===== src/common/exc_pkg.sv =====
`default_nettype none

package exc_pkg;

    // exception type as flagged by the pipeline stages
    typedef enum logic [4:0] {
        et_int             = 5'd0,
        et_itlb_refill     = 5'd1,
        et_itlb_invalid    = 5'd2,
        et_dtlb_rd_refill  = 5'd3,
        et_dtlb_rd_invalid = 5'd4,
        et_dtlb_wr_refill  = 5'd5,
        et_dtlb_wr_invalid = 5'd6,
        et_dtlb_modified   = 5'd7,
        et_adel            = 5'd8,
        et_ades            = 5'd9,
        et_sys             = 5'd10,
        et_bp              = 5'd11,
        et_ri              = 5'd12,
        et_ov              = 5'd13,
        et_no_ex           = 5'd31
    } exc_type_t;

    // architectural cause.exccode values
    typedef enum logic [4:0] {
        ec_int  = 5'd0,
        ec_mod  = 5'd1,
        ec_tlbl = 5'd2,
        ec_tlbs = 5'd3,
        ec_adel = 5'd4,
        ec_ades = 5'd5,
        ec_sys  = 5'd8,
        ec_bp   = 5'd9,
        ec_ri   = 5'd10,
        ec_ov   = 5'd12,
        // unmapped type, same encoding as no_ex
        ec_none = 5'd31
    } exc_code_t;

    // one record per cycle from the memory stage
    typedef struct packed {
        logic        valid;
        logic        inst_mtc0;
        logic        inst_eret;
        logic        bd;
        logic        ex;
        exc_type_t   exc_type;
        logic [31:0] pc;
        logic [31:0] alu_result;
        logic [4:0]  rd;
        logic [2:0]  sel;
    } commit_t;

    // decoded cp0 action for the current cycle
    typedef struct packed {
        logic        mtc0_we;
        logic        eret;
        logic        ex;
        exc_code_t   exc_code;
        // faulting instruction sits in a delay slot
        logic        bd;
        // exception taken with exl clear
        logic        bd_set;
        logic [31:0] epc_value;
        logic        badvaddr_we;
        logic [31:0] badvaddr;
        // {rd, sel}
        logic [7:0]  addr;
    } cp0_event_t;

endpackage

`default_nettype wire


===== src/common/cp0_reg_pkg.sv =====
`default_nettype none

package cp0_reg_pkg;

    // cp0 addresses, {rd, sel}
    localparam logic [7:0] addr_random   = {5'd1, 3'd0};
    localparam logic [7:0] addr_context  = {5'd4, 3'd0};
    localparam logic [7:0] addr_wired    = {5'd6, 3'd0};
    localparam logic [7:0] addr_badvaddr = {5'd8, 3'd0};
    localparam logic [7:0] addr_count    = {5'd9, 3'd0};
    localparam logic [7:0] addr_compare  = {5'd11, 3'd0};
    localparam logic [7:0] addr_status   = {5'd12, 3'd0};
    localparam logic [7:0] addr_cause    = {5'd13, 3'd0};
    localparam logic [7:0] addr_epc      = {5'd14, 3'd0};

    // tlb size sets random/wired width
    localparam int tlb_num = 16;
    localparam int rand_w  = $clog2(tlb_num);

    // timer reset value, tuned for the tick rate
    localparam logic [31:0] compare_reset = 32'h0001_55cc;

    // exception entry points
    localparam logic [31:0] vector_bev    = 32'hbfc0_0380;
    localparam logic [31:0] vector_normal = 32'h8000_0180;

    typedef struct packed {
        logic [2:0] pad_31_29;
        logic       cu0;
        logic [4:0] pad_27_23;
        logic       bev;
        logic [5:0] pad_21_16;
        logic [7:0] im;
        logic [2:0] pad_7_5;
        logic       um;
        logic       pad_3;
        logic       erl;
        logic       exl;
        logic       ie;
    } status_t;

    typedef struct packed {
        logic        bd;
        logic        ti;
        // coprocessor number, always zero here
        logic [1:0]  ce;
        logic [11:0] pad_27_16;
        logic [7:0]  ip;
        logic        pad_7;
        logic [4:0]  exc_code;
        logic [1:0]  pad_1_0;
    } cause_t;

    // boot state, bev set
    localparam status_t status_reset = '{bev: 1'b1, default: '0};

    // mtc0 word, viewed by target register
    typedef union packed {
        logic [31:0] raw;
        status_t     status;
        cause_t      cause;
    } cp0_wdata_u;

    // state seen by the interrupt controller
    typedef struct packed {
        status_t     status;
        cause_t      cause;
        logic [31:0] epc;
    } cp0_state_t;

endpackage

`default_nettype wire


===== src/cp0_commit_decode.sv =====
`timescale 1ns/1ps
`default_nettype none

module cp0_commit_decode (
    input  exc_pkg::commit_t        commit,
    input  logic                    exl,
    output exc_pkg::cp0_event_t     cp0_event,
    output cp0_reg_pkg::cp0_wdata_u wdata
);
    import exc_pkg::*;

    logic adel;
    logic ades;

    assign adel = (commit.exc_type == et_adel);
    assign ades = (commit.exc_type == et_ades);

    // strobes, an exception kills mtc0 and eret
    assign cp0_event.mtc0_we = commit.valid && commit.inst_mtc0 && !commit.ex;
    assign cp0_event.eret    = commit.valid && commit.inst_eret && !commit.ex;
    assign cp0_event.ex      = commit.valid && commit.ex;

    // exc_type to exccode
    always_comb begin
        case (commit.exc_type)
            et_int:             cp0_event.exc_code = ec_int;
            et_itlb_refill,
            et_itlb_invalid,
            et_dtlb_rd_refill,
            et_dtlb_rd_invalid: cp0_event.exc_code = ec_tlbl;
            et_dtlb_wr_refill,
            et_dtlb_wr_invalid: cp0_event.exc_code = ec_tlbs;
            et_dtlb_modified:   cp0_event.exc_code = ec_mod;
            et_adel:            cp0_event.exc_code = ec_adel;
            et_ades:            cp0_event.exc_code = ec_ades;
            et_sys:             cp0_event.exc_code = ec_sys;
            et_bp:              cp0_event.exc_code = ec_bp;
            et_ri:              cp0_event.exc_code = ec_ri;
            et_ov:              cp0_event.exc_code = ec_ov;
            default:            cp0_event.exc_code = ec_none;
        endcase
    end

    // epc and bd only recorded on first-level entry
    assign cp0_event.bd        = commit.bd;
    assign cp0_event.bd_set    = cp0_event.ex && !exl;
    // delay slot points back at the branch
    assign cp0_event.epc_value = commit.bd ? commit.pc - 32'd4 : commit.pc;

    // bad address, misaligned fetch wins over load address
    assign cp0_event.badvaddr_we = cp0_event.ex && (adel || ades);
    always_comb begin
        if (adel && commit.pc[1:0] != 2'b00) begin
            cp0_event.badvaddr = commit.pc;
        end else begin
            cp0_event.badvaddr = commit.alu_result;
        end
    end

    assign cp0_event.addr = {commit.rd, commit.sel};

    // mtc0 data rides on the alu result
    assign wdata.raw = commit.alu_result;

endmodule

`default_nettype wire


===== src/cp0_regs/cp0_regs.sv =====
`timescale 1ns/1ps
`default_nettype none

module cp0_regs (
    input  logic                    clk,
    input  logic                    reset,
    input  exc_pkg::cp0_event_t     cp0_event,
    input  cp0_reg_pkg::cp0_wdata_u wdata,
    input  logic [5:0]              ext_int,
    output cp0_reg_pkg::cp0_state_t state,
    output logic [31:0]             rdata
);
    import cp0_reg_pkg::*;

    status_t           status_q;
    cause_t            cause_q;
    logic [31:0]       count_q;
    logic [31:0]       compare_q;
    logic              tick_q;
    logic [31:0]       epc_q;
    logic [31:0]       badvaddr_q;
    logic [rand_w-1:0] random_q;
    logic [rand_w-1:0] random_next;
    logic [rand_w-1:0] wired_q;
    logic [8:0]        pte_base_q;

    logic wr_status;
    logic wr_cause;
    logic wr_count;
    logic wr_compare;
    logic wr_epc;
    logic wr_wired;
    logic wr_context;

    // mtc0 target decode
    assign wr_status  = cp0_event.mtc0_we && cp0_event.addr == addr_status;
    assign wr_cause   = cp0_event.mtc0_we && cp0_event.addr == addr_cause;
    assign wr_count   = cp0_event.mtc0_we && cp0_event.addr == addr_count;
    assign wr_compare = cp0_event.mtc0_we && cp0_event.addr == addr_compare;
    assign wr_epc     = cp0_event.mtc0_we && cp0_event.addr == addr_epc;
    assign wr_wired   = cp0_event.mtc0_we && cp0_event.addr == addr_wired;
    assign wr_context = cp0_event.mtc0_we && cp0_event.addr == addr_context;

    // status, padding bits stay at their reset zero
    always_ff @(posedge clk) begin
        if (reset) begin
            status_q <= status_reset;
        end else begin
            if (wr_status) begin
                status_q.cu0 <= wdata.status.cu0;
                status_q.bev <= wdata.status.bev;
                status_q.im  <= wdata.status.im;
                status_q.um  <= wdata.status.um;
                status_q.erl <= wdata.status.erl;
                status_q.ie  <= wdata.status.ie;
            end
            // exl: exception, then eret, then mtc0
            if (cp0_event.ex) begin
                status_q.exl <= 1'b1;
            end else if (cp0_event.eret) begin
                status_q.exl <= 1'b0;
            end else if (wr_status) begin
                status_q.exl <= wdata.status.exl;
            end
        end
    end

    // count steps on every other edge
    always_ff @(posedge clk) begin
        if (reset) begin
            tick_q  <= 1'b0;
            count_q <= '0;
        end else begin
            tick_q <= ~tick_q;
            if (wr_count) begin
                count_q <= wdata.raw;
            end else if (tick_q) begin
                count_q <= count_q + 32'd1;
            end
        end
    end

    always_ff @(posedge clk) begin
        if (reset) begin
            compare_q <= compare_reset;
        end else if (wr_compare) begin
            compare_q <= wdata.raw;
        end
    end

    // cause, ce and padding never written
    always_ff @(posedge clk) begin
        if (reset) begin
            cause_q <= '0;
        end else begin
            if (cp0_event.bd_set) begin
                cause_q.bd <= cp0_event.bd;
            end
            // writing compare acks the timer
            if (wr_compare) begin
                cause_q.ti <= 1'b0;
            end else if (count_q == compare_q) begin
                cause_q.ti <= 1'b1;
            end
            // hw lines sampled every cycle, timer shares ip7
            cause_q.ip[7]   <= ext_int[5] | cause_q.ti;
            cause_q.ip[6:2] <= ext_int[4:0];
            // software interrupts
            if (wr_cause) begin
                cause_q.ip[1:0] <= wdata.cause.ip[1:0];
            end
            if (cp0_event.ex) begin
                cause_q.exc_code <= cp0_event.exc_code;
            end
        end
    end

    // epc, exception entry beats mtc0
    always_ff @(posedge clk) begin
        if (cp0_event.bd_set) begin
            epc_q <= cp0_event.epc_value;
        end else if (wr_epc) begin
            epc_q <= wdata.raw;
        end
    end

    // only address errors load badvaddr
    always_ff @(posedge clk) begin
        if (cp0_event.badvaddr_we) begin
            badvaddr_q <= cp0_event.badvaddr;
        end
    end

    always_ff @(posedge clk) begin
        if (reset) begin
            wired_q <= '0;
        end else if (wr_wired) begin
            wired_q <= wdata.raw[rand_w-1:0];
        end
    end

    // random climbs each cycle, wraps back to wired
    assign random_next = random_q + 1'b1;
    always_ff @(posedge clk) begin
        if (reset) begin
            random_q <= rand_w'(tlb_num - 1);
        end else begin
            random_q <= (wired_q < random_next) ? random_next : wired_q;
        end
    end

    // context pte base only, badvpn2 reads zero
    always_ff @(posedge clk) begin
        if (wr_context) begin
            pte_base_q <= wdata.raw[31:23];
        end
    end

    assign state.status = status_q;
    assign state.cause  = cause_q;
    assign state.epc    = epc_q;

    // mfc0 read mux
    always_comb begin
        case (cp0_event.addr)
            addr_badvaddr: rdata = badvaddr_q;
            addr_count:    rdata = count_q;
            addr_compare:  rdata = compare_q;
            addr_status:   rdata = status_q;
            addr_cause:    rdata = cause_q;
            addr_epc:      rdata = epc_q;
            addr_random:   rdata = {{(32 - rand_w){1'b0}}, random_q};
            addr_wired:    rdata = {{(32 - rand_w){1'b0}}, wired_q};
            addr_context:  rdata = {pte_base_q, 23'd0};
            default:       rdata = '0;
        endcase
    end

endmodule

`default_nettype wire


===== src/cp0_int_ctrl.sv =====
`timescale 1ns/1ps
`default_nettype none

module cp0_int_ctrl (
    input  exc_pkg::cp0_event_t     cp0_event,
    input  cp0_reg_pkg::cp0_state_t state,
    output logic                    redirect_valid,
    output logic [31:0]             redirect_pc,
    output logic                    int_pending
);
    import cp0_reg_pkg::*;

    logic [7:0] ip_masked;

    // unmasked pending lines
    assign ip_masked = state.cause.ip & state.status.im;

    // global enable, blocked inside a handler
    assign int_pending = state.status.ie && !state.status.exl && (|ip_masked);

    // flush the pipeline on entry or return
    assign redirect_valid = cp0_event.ex || cp0_event.eret;

    always_comb begin
        if (cp0_event.ex) begin
            // boot vector while bev is set
            redirect_pc = state.status.bev ? vector_bev : vector_normal;
        end else begin
            // eret goes back to epc
            redirect_pc = state.epc;
        end
    end

endmodule

`default_nettype wire


===== src/cp0_top.sv =====
`timescale 1ns/1ps
`default_nettype none

module cp0_top (
    input  logic             clk,
    input  logic             reset,
    input  exc_pkg::commit_t commit,
    input  logic [5:0]       ext_int,
    output logic [31:0]      rdata,
    output logic             redirect_valid,
    output logic [31:0]      redirect_pc,
    output logic             int_pending
);
    import exc_pkg::*;
    import cp0_reg_pkg::*;

    cp0_event_t cp0_event;
    cp0_wdata_u wdata;
    cp0_state_t state;

    // commit record to event, exl fed back from status
    cp0_commit_decode decode_i (
        .commit    (commit),
        .exl       (state.status.exl),
        .cp0_event (cp0_event),
        .wdata     (wdata)
    );

    cp0_regs regs_i (
        .clk       (clk),
        .reset     (reset),
        .cp0_event (cp0_event),
        .wdata     (wdata),
        .ext_int   (ext_int),
        .state     (state),
        .rdata     (rdata)
    );

    cp0_int_ctrl int_ctrl_i (
        .cp0_event      (cp0_event),
        .state          (state),
        .redirect_valid (redirect_valid),
        .redirect_pc    (redirect_pc),
        .int_pending    (int_pending)
    );

endmodule

`default_nettype wire


===== config.mk =====
export PLATFORM = sky130hd
export DESIGN_NAME = cp0_top
export DESIGN_NICKNAME = d
export VERILOG_FILES = /design/src/common/exc_pkg.sv /design/src/common/cp0_reg_pkg.sv /design/src/cp0_commit_decode.sv /design/src/cp0_regs/cp0_regs.sv /design/src/cp0_int_ctrl.sv /design/src/cp0_top.sv
export SDC_FILE = /design/constraint.sdc
export NUM_CORES = 1
export LEC_CHECK = 0
export BUFFER_PORTS_ARGS = -buffer_cell sky130_fd_sc_hd__buf_2
export CORE_MARGIN = 2
export CORE_UTILIZATION = 40
export DETAILED_ROUTE_END_ITERATION = 7
export PLACE_DENSITY = 0.71
export SLEW_MARGIN = 20
export SYNTH_ARGS = -nofsm -noshare
export SYNTH_HDL_FRONTEND = slang
export SYNTH_SLANG_ARGS = --single-unit

===== constraint.sdc =====
create_clock -name clk -period 10.3 [get_ports clk]
set_input_delay 1.545 -clock clk [delete_from_list [all_inputs] [get_ports clk]]
set_output_delay 1.545 -clock clk [all_outputs]
set_load 0.01 [all_outputs]

; After elaboration in Yosys (flattened, before gate mapping)
; Memories as Yosys holds them, arrays and structs flattened.
; Index checks and enable logic that the tools add are counted.
[totals]
ff_bits = 175
mem_bits_ro = 80
out_inout_bits = 66
wordCells = 81
memories = 1
[mem_list]
columns = name, depth, width, read_ports, rd_clocked_by_memory_dff, write_ports, line_no
row1 = (name not given), 16, 5, 1, 0, 0, cp0_commit_decode.sv:25  ; case (commit.exc_type)
[classes]
n_addsub = 3
magnitude_cmp = 1
n_eq_ne = 12
n_mux = 14
n_bitwise = 3
n_reduce_logical = 27
[ops]
columns = cell, count
row1 = case mux 32 bit (9 select lines), 1
row2 = 2-to-1 mux 32 bit, 7
row3 = "== test 8 x 7 -> 1 bit, second input constant", 6
row4 = "adder 32 x 1 -> 32 bit, second input constant", 1
row5 = == test 32 bit, 1
row6 = "subtractor 32 x 3 -> 32 bit, second input constant", 1
row7 = 2-to-1 mux 30 bit, 1
row8 = logical AND 1 bit, 17
row9 = "== test 8 x 6 -> 1 bit, second input constant", 2
row10 = "== test 5 x 4 -> 1 bit, second input constant", 2
row11 = bitwise AND 8 bit, 1
row12 = "== test 8 x 4 -> 1 bit, second input constant", 1
row13 = OR reduction 8 bit, 1
row14 = nonzero test 2 bit, 3
row15 = 2-to-1 mux 5 bit, 1
row16 = "adder 4 x 1 -> 4 bit, second input constant", 1
row17 = less-than comparator 4 bit, 1
row18 = 2-to-1 mux 4 bit, 1
row19 = 2-to-1 mux 1 bit, 3
row20 = nonzero test 3 bit, 1
row21 = zero test 1 bit, 2
row22 = logical OR 1 bit, 2
row23 = OR reduction 2 bit, 1
row24 = inverter 1 bit, 1
row25 = bitwise OR 1 bit, 1

; Depth between registers and ports, before layout
[depth]
word_depth = 6
depth_mapped = 8

; Modules after synthesis
; Synthesis repeated with hierarchy kept, for this count alone.
[unflattened]
cells_unflattened = 1157
area_unflattened_um2 = 10819.1
[by_module_without_submodules]
columns = mod, instances, cells_per_inst, area_each_um2, seq_area_each_um2
row1 = cp0_regs, 1, 914, 9071.2, 4234.1
row2 = cp0_commit_decode, 1, 191, 1452.6, 0.0
row3 = cp0_int_ctrl, 1, 52, 295.3, 0.0

; Worst setup path before layout
; Ideal clock, no wire load.
[synth_timing]
path_type = input port to flip-flop
start = input commit[6] (netlist name)
end = register regs_i.epc_q[0] (enable)
arrival_ns = 4.389
slack_ns = 5.446
cell_stages = 4
n_path_buf = 1
cell_sequence = nor2b_1 > nand2_1 > clkbuf_1 > o21ai_0
[synth_between]
elab_chain_cells = 3
[synth_lines]
columns = element, line_no
row1 = from (decl), cp0_top.sv:7  ; input exc_pkg::commit_t commit,
row2 = == test 8 x 7 -> 1 bit, cp0_regs.sv:40  ; assign wr_epc = cp0_event.mtc0_we && cp0_event.addr == addr_epc;
row3 = logical AND 1 bit, cp0_regs.sv:40
row4 = nonzero test 2 bit (no source line), -
row5 = to (signal assigned), cp0_regs.sv:121  ; epc_q <= cp0_event.epc_value;
row6 = to (signal assigned), cp0_regs.sv:123  ; epc_q <= wdata.raw;
row7 = to (decl), cp0_regs.sv:20  ; logic [31:0] epc_q;
; No other way between the ends.
; A chain may end at the register's enable or synchronous reset.

; Worst setup path in the final report
[layout_timing]
start = input commit[4] (netlist name)
end = output rdata[31]
[layout_between]
elab_chain_cells = 2
elab_cells_between_ends = 10
classes_between = 9 x eq/ne / 1 x mux
[layout_lines]
columns = element, line_no
row1 = == test 8 x 6 -> 1 bit (tied with other cells), cp0_regs.sv:165  ; case (cp0_event.addr)
row2 = case mux 32 bit (9 select lines) (*), cp0_regs.sv:165
row3 = to (decl), cp0_top.sv:9  ; output logic [31:0] rdata,
; Every way passes the cells marked *; elsewhere a longest branch is shown, timed or not.

==> flow_summary_export.csv <==
group,metric,value,unit
timing,rsz0062_at_grt,"no",
grt,grt_pass1_vias,8655,
placed_design,place_hpwl,22.7,mm
synth,synth_commonest_cells,"176 x nand2_1, 102 x dfxtp_1, 73 x edfxtp_1",
routing,wire_per_inst,21.0,um
synth,yosysSeqAreaShare,42.5,%
synth,synth_mux_area_share,6.56,%
clock_network,cts-resized-gates,0,
hold_path,hold_path_class,"reg2reg",
die,fp.dieW,162,um
timing,fin_ws,4.52,ns
critical_path,crit_chain,"buf_2 > nor3b_2 > nand3_1 > nor2_1 > nand2_1 > nand3_1 > buf_2",
critical_path,startpoint_type,"input port",
pwr,vdd_drop_max,0.101,mV
timing,post-route-min-period,5.78,ns
placed_design,dp.cells,1501,
grt,antenna_found_initial,0,
synth,synth_cell_types,72,
synth,synth_compound_area_share,16.7,%
synth,synth-async-reset-ratio,0,%
timing,maxSlewHeadroom,29.7,%
clock_network,cts_tree,"done",
clock_network,clk_pin_slew,0.07,ns
finish,finalNonFillerCells,1533,
synth,yosys_warnings,0,
run_status,status,"complete, no violations",
timing,period_share,56.1,%
die,num_io_pins,156,
die,rows,57,
pwr,leakagePower,4.23,nW
placed_design,io_buffer_count,155,
grt,grt_pass1_wl,49.9,mm
finish,layout-drive-gt1-share,21.4,%
critical_path,end_kind,"primary output",
timing,finalSetupViolCount,0,
clock_network,postCtsHoldBufs,0,
clock_network,root_buffer,"clkbuf_16",
synth,synth-adder-area-share,0.754,%
routing,viasPerCell,5.87,
synth,synth-xor-area-share,8.01,%
synth,syn_avg_cell_area,9.15,um2
synth,yosysMostFrequentCell,"nand2_1",
timing,final.setup.tns,0,ns
synth,synth_fp_nets,1184,
synth,synth-edff-count,73,
placed_design,gp_routability_congestion,0.906,
routing,drc,0,
synth,synth_top_area_cell,"edfxtp_1",
synth,yosysTopAreaCellShare,22.0,%
timing,worstMarginPinSlew,1.05,ns
clock_network,cts_buffers,17,
synth,synthCells,1088,
routing,wl,32.2,mm
routing,vias,8995,
clock_network,clkLatencyLatePin,0.44,ns
grt,grt_use_total,24.7,%
die,chipHeight,162,um
routing,final_antenna_net_count,0,
clock_network,post-cts-setup-buffers,0,
critical_path,cp.arrival,4.24,ns
synth,synth-seq-cells,175,
timing,worst_clock_skew,0.00960,ns
timing,hold_viol,0,
critical_path,cp_max_fo,37,
routing,drt-pass1-iter-count,6,
placed_design,dp_slack,4.64,ns
routing,drtIter0Drc,992,
synth,netlist_area,0.00995,mm2
timing,drv_slew,0,
die,die_area,0.0262,mm2
grt,grt_overflow_total,0,
synth,yosys-top-cells-area,"edfxtp_1 22%, dfxtp_1 21%, nand2_1 6.6%",
critical_path,crit_type,"in2out",
critical_path,path_delay_family,"simple AND/OR/NAND/NOR gates",
finish,diodes,0,
critical_path,critPathSlowestCell,"nor2_1",
timing,fmax,173,MHz
critical_path,critical_path_required,8.76,ns
job,max_cap_violations,0,
clock_network,clk_path_buf_depth,2,
die,coreArea,0.0244,mm2
finish,fin_nets,1292,
finish,syn2layout_area_growth,16.1,%
grt,grt_max_degree,79,
pwr,pwr_density_cell,142,mW/mm2
synth,yosys.area_share.simple,21.6,%
synth,synth_top_family_by_area,"simple AND/OR/NAND/NOR gates",
critical_path,cpPeakStageDelay,0.94,ns
critical_path,crit_buf_inv,2,
clock_network,cts_sinks,175,
synth,synth_flop_cell,"dfxtp_1",
die,start_util,40.8,%
clock_network,h-tree-depth,4,
[worst paths after layout]
check                     endpoint  slack (ns)  depth (start not counted)              from
hold reg to reg   regs_i.state[66]        0.46                          2  regs_i.state[66]
hold / removal    regs_i.state[66]        0.46                          2  regs_i.state[66]
setup reg to reg   regs_i.epc_q[5]        8.17                          4  regs_i.state[65]
setup / recovery         rdata[31]        4.52                          7         commit[4]
[worst register-to-register path, cell delays in order, from the launching register on]
cell and delay [ns]:
dfxtp_1 0.49, nand2b_2 0.18, buf_4 0.53, o21ai_4 0.30, buf_4 0.33
[final cells by class]
class / instances / area (um2)
tap: 324 / 405
fill: 2318 / 12800
clock inverter: 13 / 175
inverter: 7 / 26.3
multi-input combinational: 828 / 5380
clock buffer: 19 / 443
timing repair buffer: 167 / 886
sequential: 175 / 4230
[metrics by stage]
stage | utilization (%) | hold slack, ns | instance area, um2 | power [mW]
floorplan | - | 0.436 | 9950 | 0.886
global placement | 44.7 | 0.443 | 10900 | 0.958
detailed placement | 44.8 | 0.446 | 10900 | 0.965
CTS | 47.4 | 0.455 | 11600 | 1.64
global route | 47.4 | 0.472 | 11600 | 1.70
finish | 47.4 | 0.461 | 11600 | 1.64
[routing by layer]
metal  global-route usage, %  up-vias  wire (um)
met1                    33.6     4353      13700
met5                       0        -          0
met3                    5.23       44       2830
met2                    39.2      432      14900
met4                    8.33        0        755
li1                        -     4166          -
[sequential cells by signal, summed over array words and instances, names as in the netlist]
signal / cells
regs_i.wired_q: 4
regs_i.compare_q: 32
regs_i.tick_q: 1
regs_i.state: 29
regs_i.badvaddr_q: 32
regs_i.random_q: 4
regs_i.count_q: 32
regs_i.pte_base_q: 9
regs_i.epc_q: 32
[cells by family (layout without fill, tap and decap cells)]
group	after synthesis	count (layout)
DFF	175	175
xor gates and xnor gates	91	91
AOI/OAI and AO/OA	253	253
adders and majority gates	6	6
muxes	61	61
buffers and inverters	85	206
and+or+nand+nor	417	417
[placed cells by master (no fill, tap or decap), types with 5 or more instances in the layout]
master / count
nand2_1: 176
buf_2: 155
dfxtp_1: 102
edfxtp_1: 73
nor2_1: 60
a21oi_1: 57
xnor2_1: 53
o21ai_0: 47
a22oi_1: 41
nand3_1: 39
xor2_1: 38
mux2_2: 33
mux2i_1: 27
and2_1: 26
nand4_1: 19
a211oi_1: 19
clkbuf_16: 17
a22o_1: 16
o21ai_1: 13
o221ai_1: 12
a21o_1: 12
nor2b_1: 11
buf_4: 11
nor3_1: 10
nand2b_1: 8
and3_1: 8
inv_1: 7
and4_1: 7
o22ai_1: 6
nor4_1: 6
ha_1: 6
a221o_1: 5
nand3b_1: 5
inv_6: 5
[where the power goes]
group	internal [mW]	switching [mW]	total, mW	leakage, nW
logic	0.0775	0.114	0.192	2.45
clock network	0.394	0.295	0.689	0.290
registers	0.744	0.0171	0.761	1.50
No activity file was read; power rests on OpenSTA's default activity.
